==> src/design/mmu_pkg.sv <==
package mmu_pkg;

    // CP0 register numbers reached through the CP0 write port
    typedef enum logic [4:0] {
        CP0_INDEX    = 5'd0,
        CP0_RANDOM   = 5'd1,
        CP0_ENTRYLO0 = 5'd2,
        CP0_ENTRYLO1 = 5'd3,
        CP0_ENTRYHI  = 5'd10
    } cp0_reg_e;

    typedef enum logic [1:0] {
        TLB_OP_NONE,
        TLB_OP_TLBWI,
        TLB_OP_TLBWR
    } tlb_op_e;

    localparam logic [31:0] TLBWI_INST = 32'h4200_0002;
    localparam logic [31:0] TLBWR_INST = 32'h4200_0006;

    typedef enum logic {
        WB_IDLE,
        WB_ACK
    } wb_state_e;

    typedef enum logic [1:0] {
        REGION_KSEG0,
        REGION_KSEG1,
        REGION_MAPPED
    } region_e;

    localparam int VPN2_W = 19;
    localparam int ASID_W = 8;
    localparam int PFN_W  = 20;

    // EntryLo holds PFN in 25:6 and V at bit 1, EntryHi holds VPN2 in 31:13 and ASID in 7:0
    localparam int LO_PFN_LSB  = 6;
    localparam int LO_V_BIT    = 1;
    localparam int HI_VPN2_LSB = 13;
    localparam int HI_ASID_LSB = 0;

    localparam logic [31:0] FLASH_BASE   = 32'hBE00_0000;
    localparam logic [31:0] FLASH_LIMIT  = 32'hBEFF_FFFF;
    localparam logic [31:0] ROM_BASE     = 32'hBFC0_0000;
    localparam logic [31:0] ROM_LIMIT    = 32'hBFC0_0FFF;
    localparam logic [31:0] SERIAL_BASE  = 32'hBFD0_03F8;
    localparam logic [31:0] SERIAL_LIMIT = 32'hBFD0_03FC;

endpackage

==> src/design/cp0_tlb_decode.sv <==
`timescale 1ns/1ps

module cp0_tlb_decode #(
    parameter int TLB_ENTRIES = 16
) (
    input  logic                                   clk,
    input  logic                                   rst_i,
    input  logic                                   cp0_we_i,
    input  logic [4:0]                             cp0_addr_i,
    input  logic [31:0]                            cp0_wdata_i,
    input  logic                                   inst_valid_i,
    input  logic [31:0]                            inst_i,
    output logic                                   tlb_we_o,
    output logic [$clog2(TLB_ENTRIES)-1:0]         tlb_widx_o,
    output logic [31:0]                            tlb_whi_o,
    output logic [31:0]                            tlb_wlo0_o,
    output logic [31:0]                            tlb_wlo1_o,
    output logic [mmu_pkg::ASID_W-1:0]             cur_asid_o
);

    localparam int IDX_W = $clog2(TLB_ENTRIES);

    logic [IDX_W-1:0]  index_q;
    logic [IDX_W-1:0]  random_q;
    logic [31:0]       entryhi_q;
    logic [31:0]       entrylo0_q;
    logic [31:0]       entrylo1_q;
    mmu_pkg::tlb_op_e  tlb_op;

    always_comb begin
        tlb_op = mmu_pkg::TLB_OP_NONE;
        if (inst_valid_i) begin
            if (inst_i == mmu_pkg::TLBWI_INST) begin
                tlb_op = mmu_pkg::TLB_OP_TLBWI;
            end else if (inst_i == mmu_pkg::TLBWR_INST) begin
                tlb_op = mmu_pkg::TLB_OP_TLBWR;
            end
        end
    end

    always_ff @(posedge clk) begin
        if (rst_i) begin
            index_q    <= '0;
            random_q   <= IDX_W'(TLB_ENTRIES - 1);
            entryhi_q  <= '0;
            entrylo0_q <= '0;
            entrylo1_q <= '0;
        end else begin
            // Random counts down and wraps to the top slot
            if (tlb_op == mmu_pkg::TLB_OP_TLBWR) begin
                if (random_q == '0) begin
                    random_q <= IDX_W'(TLB_ENTRIES - 1);
                end else begin
                    random_q <= random_q - 1'b1;
                end
            end
            // a CP0 write to Random in the same cycle overrides the decrement
            if (cp0_we_i) begin
                case (cp0_addr_i)
                    mmu_pkg::CP0_INDEX:    index_q    <= cp0_wdata_i[IDX_W-1:0];
                    mmu_pkg::CP0_RANDOM:   random_q   <= cp0_wdata_i[IDX_W-1:0];
                    mmu_pkg::CP0_ENTRYHI:  entryhi_q  <= cp0_wdata_i;
                    mmu_pkg::CP0_ENTRYLO0: entrylo0_q <= cp0_wdata_i;
                    mmu_pkg::CP0_ENTRYLO1: entrylo1_q <= cp0_wdata_i;
                    default: ;
                endcase
            end
        end
    end

    always_ff @(posedge clk) begin
        if (rst_i) begin
            tlb_we_o <= 1'b0;
        end else begin
            tlb_we_o <= (tlb_op != mmu_pkg::TLB_OP_NONE);
        end
    end

    // the request carries the register values from before this edge
    always_ff @(posedge clk) begin
        if (tlb_op != mmu_pkg::TLB_OP_NONE) begin
            tlb_widx_o <= (tlb_op == mmu_pkg::TLB_OP_TLBWR) ? random_q : index_q;
            tlb_whi_o  <= entryhi_q;
            tlb_wlo0_o <= entrylo0_q;
            tlb_wlo1_o <= entrylo1_q;
        end
    end

    assign cur_asid_o = entryhi_q[mmu_pkg::HI_ASID_LSB +: mmu_pkg::ASID_W];

    a_we_spacing: assert property (@(posedge clk) disable iff (rst_i)
        (tlb_we_o && $past(tlb_we_o)) |->
            ($past(inst_valid_i && (inst_i == mmu_pkg::TLBWI_INST ||
                                    inst_i == mmu_pkg::TLBWR_INST), 1) &&
             $past(inst_valid_i && (inst_i == mmu_pkg::TLBWI_INST ||
                                    inst_i == mmu_pkg::TLBWR_INST), 2)));

endmodule

==> src/design/tlb_array.sv <==
`timescale 1ns/1ps

module tlb_array #(
    parameter int TLB_ENTRIES = 16
) (
    input  logic                               clk,
    input  logic                               rst_i,
    input  logic                               tlb_we_i,
    input  logic [$clog2(TLB_ENTRIES)-1:0]     tlb_widx_i,
    input  logic [31:0]                        tlb_whi_i,
    input  logic [31:0]                        tlb_wlo0_i,
    input  logic [31:0]                        tlb_wlo1_i,
    input  logic [mmu_pkg::ASID_W-1:0]         cur_asid_i,
    input  logic                               wb_cyc_i,
    input  logic                               wb_stb_i,
    input  logic [31:0]                        wb_adr_i,
    input  logic                               wb_ack_i,
    output logic                               lk_vld_o,
    output logic [31:0]                        lk_vaddr_o,
    output logic                               lk_hit_o,
    output logic [31:0]                        lk_paddr_o
);

    logic [mmu_pkg::VPN2_W-1:0] vpn2_q [TLB_ENTRIES];
    logic [mmu_pkg::ASID_W-1:0] asid_q [TLB_ENTRIES];
    logic [mmu_pkg::PFN_W-1:0]  pfn0_q [TLB_ENTRIES];
    logic [mmu_pkg::PFN_W-1:0]  pfn1_q [TLB_ENTRIES];
    logic [TLB_ENTRIES-1:0]     v0_q;
    logic [TLB_ENTRIES-1:0]     v1_q;

    logic                       busy_q;
    logic                       accept;
    logic                       odd_page;
    logic                       match_hit;
    logic [mmu_pkg::PFN_W-1:0]  match_pfn;

    always_ff @(posedge clk) begin
        if (rst_i) begin
            v0_q <= '0;
            v1_q <= '0;
        end else if (tlb_we_i) begin
            v0_q[tlb_widx_i] <= tlb_wlo0_i[mmu_pkg::LO_V_BIT];
            v1_q[tlb_widx_i] <= tlb_wlo1_i[mmu_pkg::LO_V_BIT];
        end
    end

    always_ff @(posedge clk) begin
        if (tlb_we_i) begin
            vpn2_q[tlb_widx_i] <= tlb_whi_i[mmu_pkg::HI_VPN2_LSB +: mmu_pkg::VPN2_W];
            asid_q[tlb_widx_i] <= tlb_whi_i[mmu_pkg::HI_ASID_LSB +: mmu_pkg::ASID_W];
            pfn0_q[tlb_widx_i] <= tlb_wlo0_i[mmu_pkg::LO_PFN_LSB +: mmu_pkg::PFN_W];
            pfn1_q[tlb_widx_i] <= tlb_wlo1_i[mmu_pkg::LO_PFN_LSB +: mmu_pkg::PFN_W];
        end
    end

    // bit 12 picks the odd page of the pair
    assign odd_page = wb_adr_i[mmu_pkg::HI_VPN2_LSB-1];
    assign accept   = wb_cyc_i && wb_stb_i && !busy_q;

    // scanning downwards lets the lowest matching entry win
    always_comb begin
        match_hit = 1'b0;
        match_pfn = '0;
        for (int i = TLB_ENTRIES - 1; i >= 0; i--) begin
            if (vpn2_q[i] == wb_adr_i[mmu_pkg::HI_VPN2_LSB +: mmu_pkg::VPN2_W] &&
                asid_q[i] == cur_asid_i &&
                (odd_page ? v1_q[i] : v0_q[i])) begin
                match_hit = 1'b1;
                match_pfn = odd_page ? pfn1_q[i] : pfn0_q[i];
            end
        end
    end

    // busy also drops when the master abandons the cycle before the ack
    always_ff @(posedge clk) begin
        if (rst_i) begin
            busy_q   <= 1'b0;
            lk_vld_o <= 1'b0;
        end else begin
            lk_vld_o <= accept;
            if (accept) begin
                busy_q <= 1'b1;
            end else if (wb_ack_i || !wb_cyc_i) begin
                busy_q <= 1'b0;
            end
        end
    end

    always_ff @(posedge clk) begin
        if (accept) begin
            lk_vaddr_o <= wb_adr_i;
            lk_hit_o   <= match_hit;
            lk_paddr_o <= {match_pfn, wb_adr_i[mmu_pkg::HI_VPN2_LSB-2:0]};
        end
    end

    a_lk_strobe: assert property (@(posedge clk) disable iff (rst_i)
        lk_vld_o |=> !lk_vld_o);

endmodule

==> src/design/addr_region_map.sv <==
`timescale 1ns/1ps

module addr_region_map (
    input  logic        clk,
    input  logic        rst_i,
    input  logic        wb_cyc_i,
    input  logic        lk_vld_i,
    input  logic [31:0] lk_vaddr_i,
    input  logic        lk_hit_i,
    input  logic [31:0] lk_paddr_i,
    output logic        wb_ack_o,
    output logic [31:0] wb_dat_o,
    output logic        hit_o,
    output logic        sram_ce_o,
    output logic        flash_ce_o,
    output logic        rom_ce_o,
    output logic        serial_ce_o
);

    mmu_pkg::wb_state_e state_q;
    mmu_pkg::region_e   region;
    logic               nxt_hit;
    logic [31:0]        nxt_paddr;
    logic               nxt_sram;
    logic               nxt_flash;
    logic               nxt_rom;
    logic               nxt_serial;

    function automatic logic in_window(input logic [31:0] addr, input logic [31:0] base,
                                       input logic [31:0] limit);
        return (addr >= base) && (addr <= limit);
    endfunction

    always_comb begin
        case (lk_vaddr_i[31:29])
            3'b100:  region = mmu_pkg::REGION_KSEG0;
            3'b101:  region = mmu_pkg::REGION_KSEG1;
            default: region = mmu_pkg::REGION_MAPPED;
        endcase
    end

    always_comb begin
        nxt_hit    = 1'b0;
        nxt_paddr  = '0;
        nxt_sram   = 1'b0;
        nxt_flash  = 1'b0;
        nxt_rom    = 1'b0;
        nxt_serial = 1'b0;
        case (region)
            mmu_pkg::REGION_KSEG0: begin
                nxt_hit   = 1'b1;
                nxt_paddr = {1'b0, lk_vaddr_i[30:0]};
            end
            mmu_pkg::REGION_KSEG1: begin
                nxt_hit    = 1'b1;
                nxt_paddr  = {3'b000, lk_vaddr_i[28:0]};
                nxt_flash  = in_window(lk_vaddr_i, mmu_pkg::FLASH_BASE, mmu_pkg::FLASH_LIMIT);
                nxt_rom    = in_window(lk_vaddr_i, mmu_pkg::ROM_BASE, mmu_pkg::ROM_LIMIT);
                nxt_serial = in_window(lk_vaddr_i, mmu_pkg::SERIAL_BASE, mmu_pkg::SERIAL_LIMIT);
            end
            default: begin
                // a TLB miss leaves the data at zero
                nxt_hit   = lk_hit_i;
                nxt_paddr = lk_hit_i ? lk_paddr_i : '0;
                nxt_sram  = lk_hit_i;
            end
        endcase
    end

    always_ff @(posedge clk) begin
        if (rst_i) begin
            state_q     <= mmu_pkg::WB_IDLE;
            wb_ack_o    <= 1'b0;
            hit_o       <= 1'b0;
            sram_ce_o   <= 1'b0;
            flash_ce_o  <= 1'b0;
            rom_ce_o    <= 1'b0;
            serial_ce_o <= 1'b0;
        end else begin
            case (state_q)
                mmu_pkg::WB_IDLE: begin
                    // no ack if the master has already left the cycle
                    if (lk_vld_i && wb_cyc_i) begin
                        state_q     <= mmu_pkg::WB_ACK;
                        wb_ack_o    <= 1'b1;
                        hit_o       <= nxt_hit;
                        sram_ce_o   <= nxt_sram;
                        flash_ce_o  <= nxt_flash;
                        rom_ce_o    <= nxt_rom;
                        serial_ce_o <= nxt_serial;
                    end
                end
                default: begin
                    state_q     <= mmu_pkg::WB_IDLE;
                    wb_ack_o    <= 1'b0;
                    hit_o       <= 1'b0;
                    sram_ce_o   <= 1'b0;
                    flash_ce_o  <= 1'b0;
                    rom_ce_o    <= 1'b0;
                    serial_ce_o <= 1'b0;
                end
            endcase
        end
    end

    always_ff @(posedge clk) begin
        if (state_q == mmu_pkg::WB_IDLE && lk_vld_i) begin
            wb_dat_o <= nxt_paddr;
        end
    end

    a_one_ce: assert property (@(posedge clk) disable iff (rst_i)
        (|{sram_ce_o, flash_ce_o, rom_ce_o, serial_ce_o}) |->
            (wb_ack_o && $onehot({sram_ce_o, flash_ce_o, rom_ce_o, serial_ce_o})));

    a_ack_cyc: assert property (@(posedge clk) disable iff (rst_i)
        wb_ack_o |-> wb_cyc_i);

endmodule

==> src/design/mmu_top.sv <==
`timescale 1ns/1ps

module mmu_top #(
    parameter int TLB_ENTRIES = 16
) (
    input  logic        clk,
    input  logic        rst_i,
    input  logic        cp0_we_i,
    input  logic [4:0]  cp0_addr_i,
    input  logic [31:0] cp0_wdata_i,
    input  logic        inst_valid_i,
    input  logic [31:0] inst_i,
    input  logic        wb_cyc_i,
    input  logic        wb_stb_i,
    input  logic [31:0] wb_adr_i,
    output logic        wb_ack_o,
    output logic [31:0] wb_dat_o,
    output logic        hit_o,
    output logic        sram_ce_o,
    output logic        flash_ce_o,
    output logic        rom_ce_o,
    output logic        serial_ce_o
);

    localparam int IDX_W = $clog2(TLB_ENTRIES);

    logic                       tlb_we;
    logic [IDX_W-1:0]           tlb_widx;
    logic [31:0]                tlb_whi;
    logic [31:0]                tlb_wlo0;
    logic [31:0]                tlb_wlo1;
    logic [mmu_pkg::ASID_W-1:0] cur_asid;

    logic                       lk_vld;
    logic [31:0]                lk_vaddr;
    logic                       lk_hit;
    logic [31:0]                lk_paddr;

    cp0_tlb_decode #(
        .TLB_ENTRIES (TLB_ENTRIES)
    ) u_decode (
        .clk          (clk),
        .rst_i        (rst_i),
        .cp0_we_i     (cp0_we_i),
        .cp0_addr_i   (cp0_addr_i),
        .cp0_wdata_i  (cp0_wdata_i),
        .inst_valid_i (inst_valid_i),
        .inst_i       (inst_i),
        .tlb_we_o     (tlb_we),
        .tlb_widx_o   (tlb_widx),
        .tlb_whi_o    (tlb_whi),
        .tlb_wlo0_o   (tlb_wlo0),
        .tlb_wlo1_o   (tlb_wlo1),
        .cur_asid_o   (cur_asid)
    );

    tlb_array #(
        .TLB_ENTRIES (TLB_ENTRIES)
    ) u_tlb (
        .clk        (clk),
        .rst_i      (rst_i),
        .tlb_we_i   (tlb_we),
        .tlb_widx_i (tlb_widx),
        .tlb_whi_i  (tlb_whi),
        .tlb_wlo0_i (tlb_wlo0),
        .tlb_wlo1_i (tlb_wlo1),
        .cur_asid_i (cur_asid),
        .wb_cyc_i   (wb_cyc_i),
        .wb_stb_i   (wb_stb_i),
        .wb_adr_i   (wb_adr_i),
        .wb_ack_i   (wb_ack_o),
        .lk_vld_o   (lk_vld),
        .lk_vaddr_o (lk_vaddr),
        .lk_hit_o   (lk_hit),
        .lk_paddr_o (lk_paddr)
    );

    addr_region_map u_region (
        .clk         (clk),
        .rst_i       (rst_i),
        .wb_cyc_i    (wb_cyc_i),
        .lk_vld_i    (lk_vld),
        .lk_vaddr_i  (lk_vaddr),
        .lk_hit_i    (lk_hit),
        .lk_paddr_i  (lk_paddr),
        .wb_ack_o    (wb_ack_o),
        .wb_dat_o    (wb_dat_o),
        .hit_o       (hit_o),
        .sram_ce_o   (sram_ce_o),
        .flash_ce_o  (flash_ce_o),
        .rom_ce_o    (rom_ce_o),
        .serial_ce_o (serial_ce_o)
    );

endmodule

==> config.mk <==
export PLATFORM = sky130hd
export DESIGN_NAME = mmu_top
export DESIGN_NICKNAME = d
export VERILOG_FILES = /design/src/design/mmu_pkg.sv /design/src/design/cp0_tlb_decode.sv /design/src/design/tlb_array.sv /design/src/design/addr_region_map.sv /design/src/design/mmu_top.sv
export SDC_FILE = /design/constraint.sdc
export NUM_CORES = 2
export LEC_CHECK = 0
export BUFFER_PORTS_ARGS = -buffer_cell sky130_fd_sc_hd__buf_2
export CAP_MARGIN = 20
export CELL_PAD_IN_SITES_DETAIL_PLACEMENT = 1
export CELL_PAD_IN_SITES_GLOBAL_PLACEMENT = 2
export CORE_ASPECT_RATIO = 0.9
export CORE_MARGIN = 2
export CORE_UTILIZATION = 47
export CTS_CLUSTER_SIZE = 40
export DETAILED_ROUTE_END_ITERATION = 6
export GPL_ROUTABILITY_DRIVEN = 1
export GPL_TIMING_DRIVEN = 0
export PLACE_DENSITY_LB_ADDON = 0.05
export SYNTH_ARGS = -nofsm -noshare
export SYNTH_HDL_FRONTEND = slang
export SYNTH_HIERARCHICAL = 1
export SYNTH_SLANG_ARGS = --single-unit
==> constraint.sdc <==
create_clock -name clk -period 6.9 [get_ports clk]
set_clock_uncertainty 0.05 [all_clocks]
set_input_delay 0.345 -clock clk [delete_from_list [all_inputs] [get_ports clk]]
set_output_delay 0.345 -clock clk [all_outputs]
set_load 0.02 [all_outputs]
==> results by group <==
Clock network
  • TritonCTS Buffers: about 140
  • Root buf cell: clkbuf_16
  • Clk slew on worst S/H paths: around 0.060 ns
  • Number of setup buffers added after CTS: 0
  • Cts repair resizes: 0
  • Bufs on Longest Clock Path: 3
  • Cts-stage hold buffer count: 74
  • Clk_lat worst skew: a little under 0.8 ns
  • Depth of the CTS H-tree: 4
  • # clock sinks: around 1300
  • CTS tree: built

Critical path
  • Crit path capture: u_tlb/lk_paddr_o[21]
  • Worst path arrival time: between 5 and 6 ns
  • Crit path launch type: flip-flop
  • Worst Path Required: 7.36 ns
  • R2R Setup Slk: 1.38 ns
  • Crit. Startpoint: u_decode/entryhi_q[4]
  • Worst r2r dst: u_tlb/lk_paddr_o[21]
  • Critical path class: reg2reg
  • Reg2reg start: u_decode/entryhi_q[4]
  • Critical path endpoint category: flip-flop
  • R2R depth: 11
  • Worst Path Max Fanout: 10

Worst hold path
  • Min-delay worst type: in2reg
  • Hold path depth: 6

STA
  • Worst Tran Pin Value: about 1.2 ns
  • Final Slew Violations: 0
  • Fmax: 181 MHz
  • Final setup TNS: 0 ns
  • Final hold vios: 0
  • Period Utilization, post-route: 0.800
  • Minimum clock period: ~5.5 ns
  • Final setup fails: 0
  • RSZ-0062 raised after global routing: false
  • Slew headroom: 0.207

Layout
  • Final nets: between 3000 and 4000
  • Fin area: 63200 um2
  • Final core utilization: 0.552
  • P&R area growth vs syn: 16.9%
  • Layout fillers: about 11000
  • Share of layout cells above drive strength 1: 0.177

Synthesis
  • Mean Syn Cell Area: ~16 um2
  • Syn Nets: approximately 3600
  • Synth warn: 6
  • Post-Synthesis Cells: roughly 3500
  • Post-Syn Area: ~54000 um2

Drt
  • Iteration-0 DRC Markers: approximately 3700
  • Drt total wl: around 170000 um
  • WL/cell: around 30 um
  • DR pass1 iterations: 5
  • DR vias/cell: a little under 6
  • Routed vias: roughly 32000
  • Antenna viol nets, final: 0
  • DRC Markers: 0

Placement
  • DP Area: 57800 um2
  • I/O Buffers: about 140
  • GP Congestion: around 0.87
  • Post-DP HPWL: about 110000 um

GRT
  • Initial antenna violation count: 12
  • Pin count of the biggest net entering global routing: 70
  • GRT Util Overall: 0.281
  • First-pass GRT wire length: roughly 240000 um
  • Number of global-route vias before repair: around 34000
  • Global route overflow: 0

Floorplanning
  • Row count: between 100 and 150
  • Die W: around 360 um
  • Die Footprint: around 120000 um2
  • I/O pins: 145
  • Die H: about 330 um
  • Core Region: approximately 110000 um2
  • Starting Density: 0.472

Outcome
  • Outcome: complete, no violations

Pwr
  • Worst IR Drop VDD: 219 uV
  • PD cells: roughly 270 nW/um2
  • P_leak: around 23 nW

Run
  • Number of max-cap violations: 0
[where the power goes]
| part | switching, mW | leakage [nW] | internal (mW) | total (mW) |
|---|---|---|---|---|
| clock | 3.18 | 2.25 | 4.43 | 7.61 |
| combinational | 0.301 | 6.78 | 0.198 | 0.500 |
| sequential | 0.0146 | 14.3 | 8.81 | 8.83 |
| total | 3.50 | 23.4 | 13.4 | 16.9 |
[cells in the final DEF (no fill, tap or decap), types with 23 or more instances in the layout]
cell type      instances
edfxtp_1            1230
nand2_1              353
mux2i_1              259
xnor2_1              250
buf_2                221
xor2_1               182
clkbuf_16            145
a21oi_1              129
mux2_2               126
clkbuf_1             119
dfxtp_1              119
o21ai_0              106
nand4_1               76
dlygate4sd3_1         74
nor4_1                55
buf_4                 46
nor2_1                45
o211ai_1              41
a31oi_1               38
clkinv_1              31
a221oi_1              28
nor3_1                23
[per-stage QoR]
| step | hold slack (ns) | power (mW) | setup WS [ns] | cells |
|---|---|---|---|---|
| after global routing | 0.137 | 17.4 | 1.48 | 5483 |
| after floorplan | 0.358 | 9.28 | 2.05 | 3453 |
| after CTS | 0.0723 | 17.1 | 1.54 | 5482 |
| after global placement | 0.367 | 9.45 | -0.0285 | 5097 |
| final | 0.112 | 16.9 | 1.38 | 5487 |
| after detailed placement | 0.366 | 9.47 | 1.57 | 5146 |
[layout make-up]
type / instances / area [um2] / share of cell area
diodes: 4 / 10.0 / 0.000158
plain buffers: 222 / 1210 / 0.0191
clock buffers: 182 / 3800 / 0.0601
clock inverters: 80 / 813 / 0.0129
inverters: 13 / 63.8 / 0.00101
multi-input cells: 1869 / 13600 / 0.215
flip-flops and latches: 1349 / 39300 / 0.622
well taps: 1500 / 1880 / 0.0297
repair buffers: 268 / 2520 / 0.0399
[state kept, by name (all words and copies together) (netlist names), 4 cells and up]
signal	flops
u_tlb/vpn2_q	304
u_decode/entrylo1_q	21
u_decode/tlb_whi_o	27
u_tlb/v0_q	16
u_tlb/pfn0_q	320
u_decode/entryhi_q	27
u_decode/tlb_widx_o	4
u_decode/tlb_wlo0_o	21
u_tlb/lk_paddr_o	20
u_region/wb_dat_o	32
u_tlb/lk_vaddr_o	32
u_tlb/v1_q	16
u_decode/entrylo0_q	21
u_decode/index_q	4
u_decode/random_q	4
u_tlb/pfn1_q	320
u_tlb/asid_q	128
u_decode/tlb_wlo1_o	21
[worst min-delay path by stage]
| stage | startpoint | to | slack, ns |
|---|---|---|---|
| after floorplan | u_decode/entryhi_q[13] | u_decode/tlb_whi_o[13] | 0.36 |
| after global placement | u_decode/entrylo1_q[12] | u_decode/tlb_wlo1_o[12] | 0.37 |
| after detailed placement | u_decode/entrylo1_q[8] | u_decode/tlb_wlo1_o[8] | 0.37 |
| after CTS | inst_i[16] | u_decode/random_q[2] | 0.07 |
| after global routing | inst_i[16] | u_decode/random_q[1] | 0.14 |
| final | inst_i[16] | u_decode/random_q[2] | 0.11 |
[critical path, cell delays in order (launching register included)]
cell and delay, ns:
dfxtp_1 0.60, buf_4 0.19, buf_2 0.33, buf_2 0.51
xnor2_1 0.18, nand4_1 0.12, nor4_1 0.97, a211oi_1 0.42
clkbuf_1 0.54, a221oi_2 0.62, o211ai_1 0.25, a31oi_1 0.43
[routing by layer]
| layer | share of wire | track usage |
|---|---|---|
| met5 | 0 | 0 |
| met1 | 0.46 | 0.421 |
| met3 | 0.074 | 0.0428 |
| met4 | 0.017 | 0.0650 |
| met2 | 0.45 | 0.433 |
Note: power is estimated with default switching activity, not from simulation.
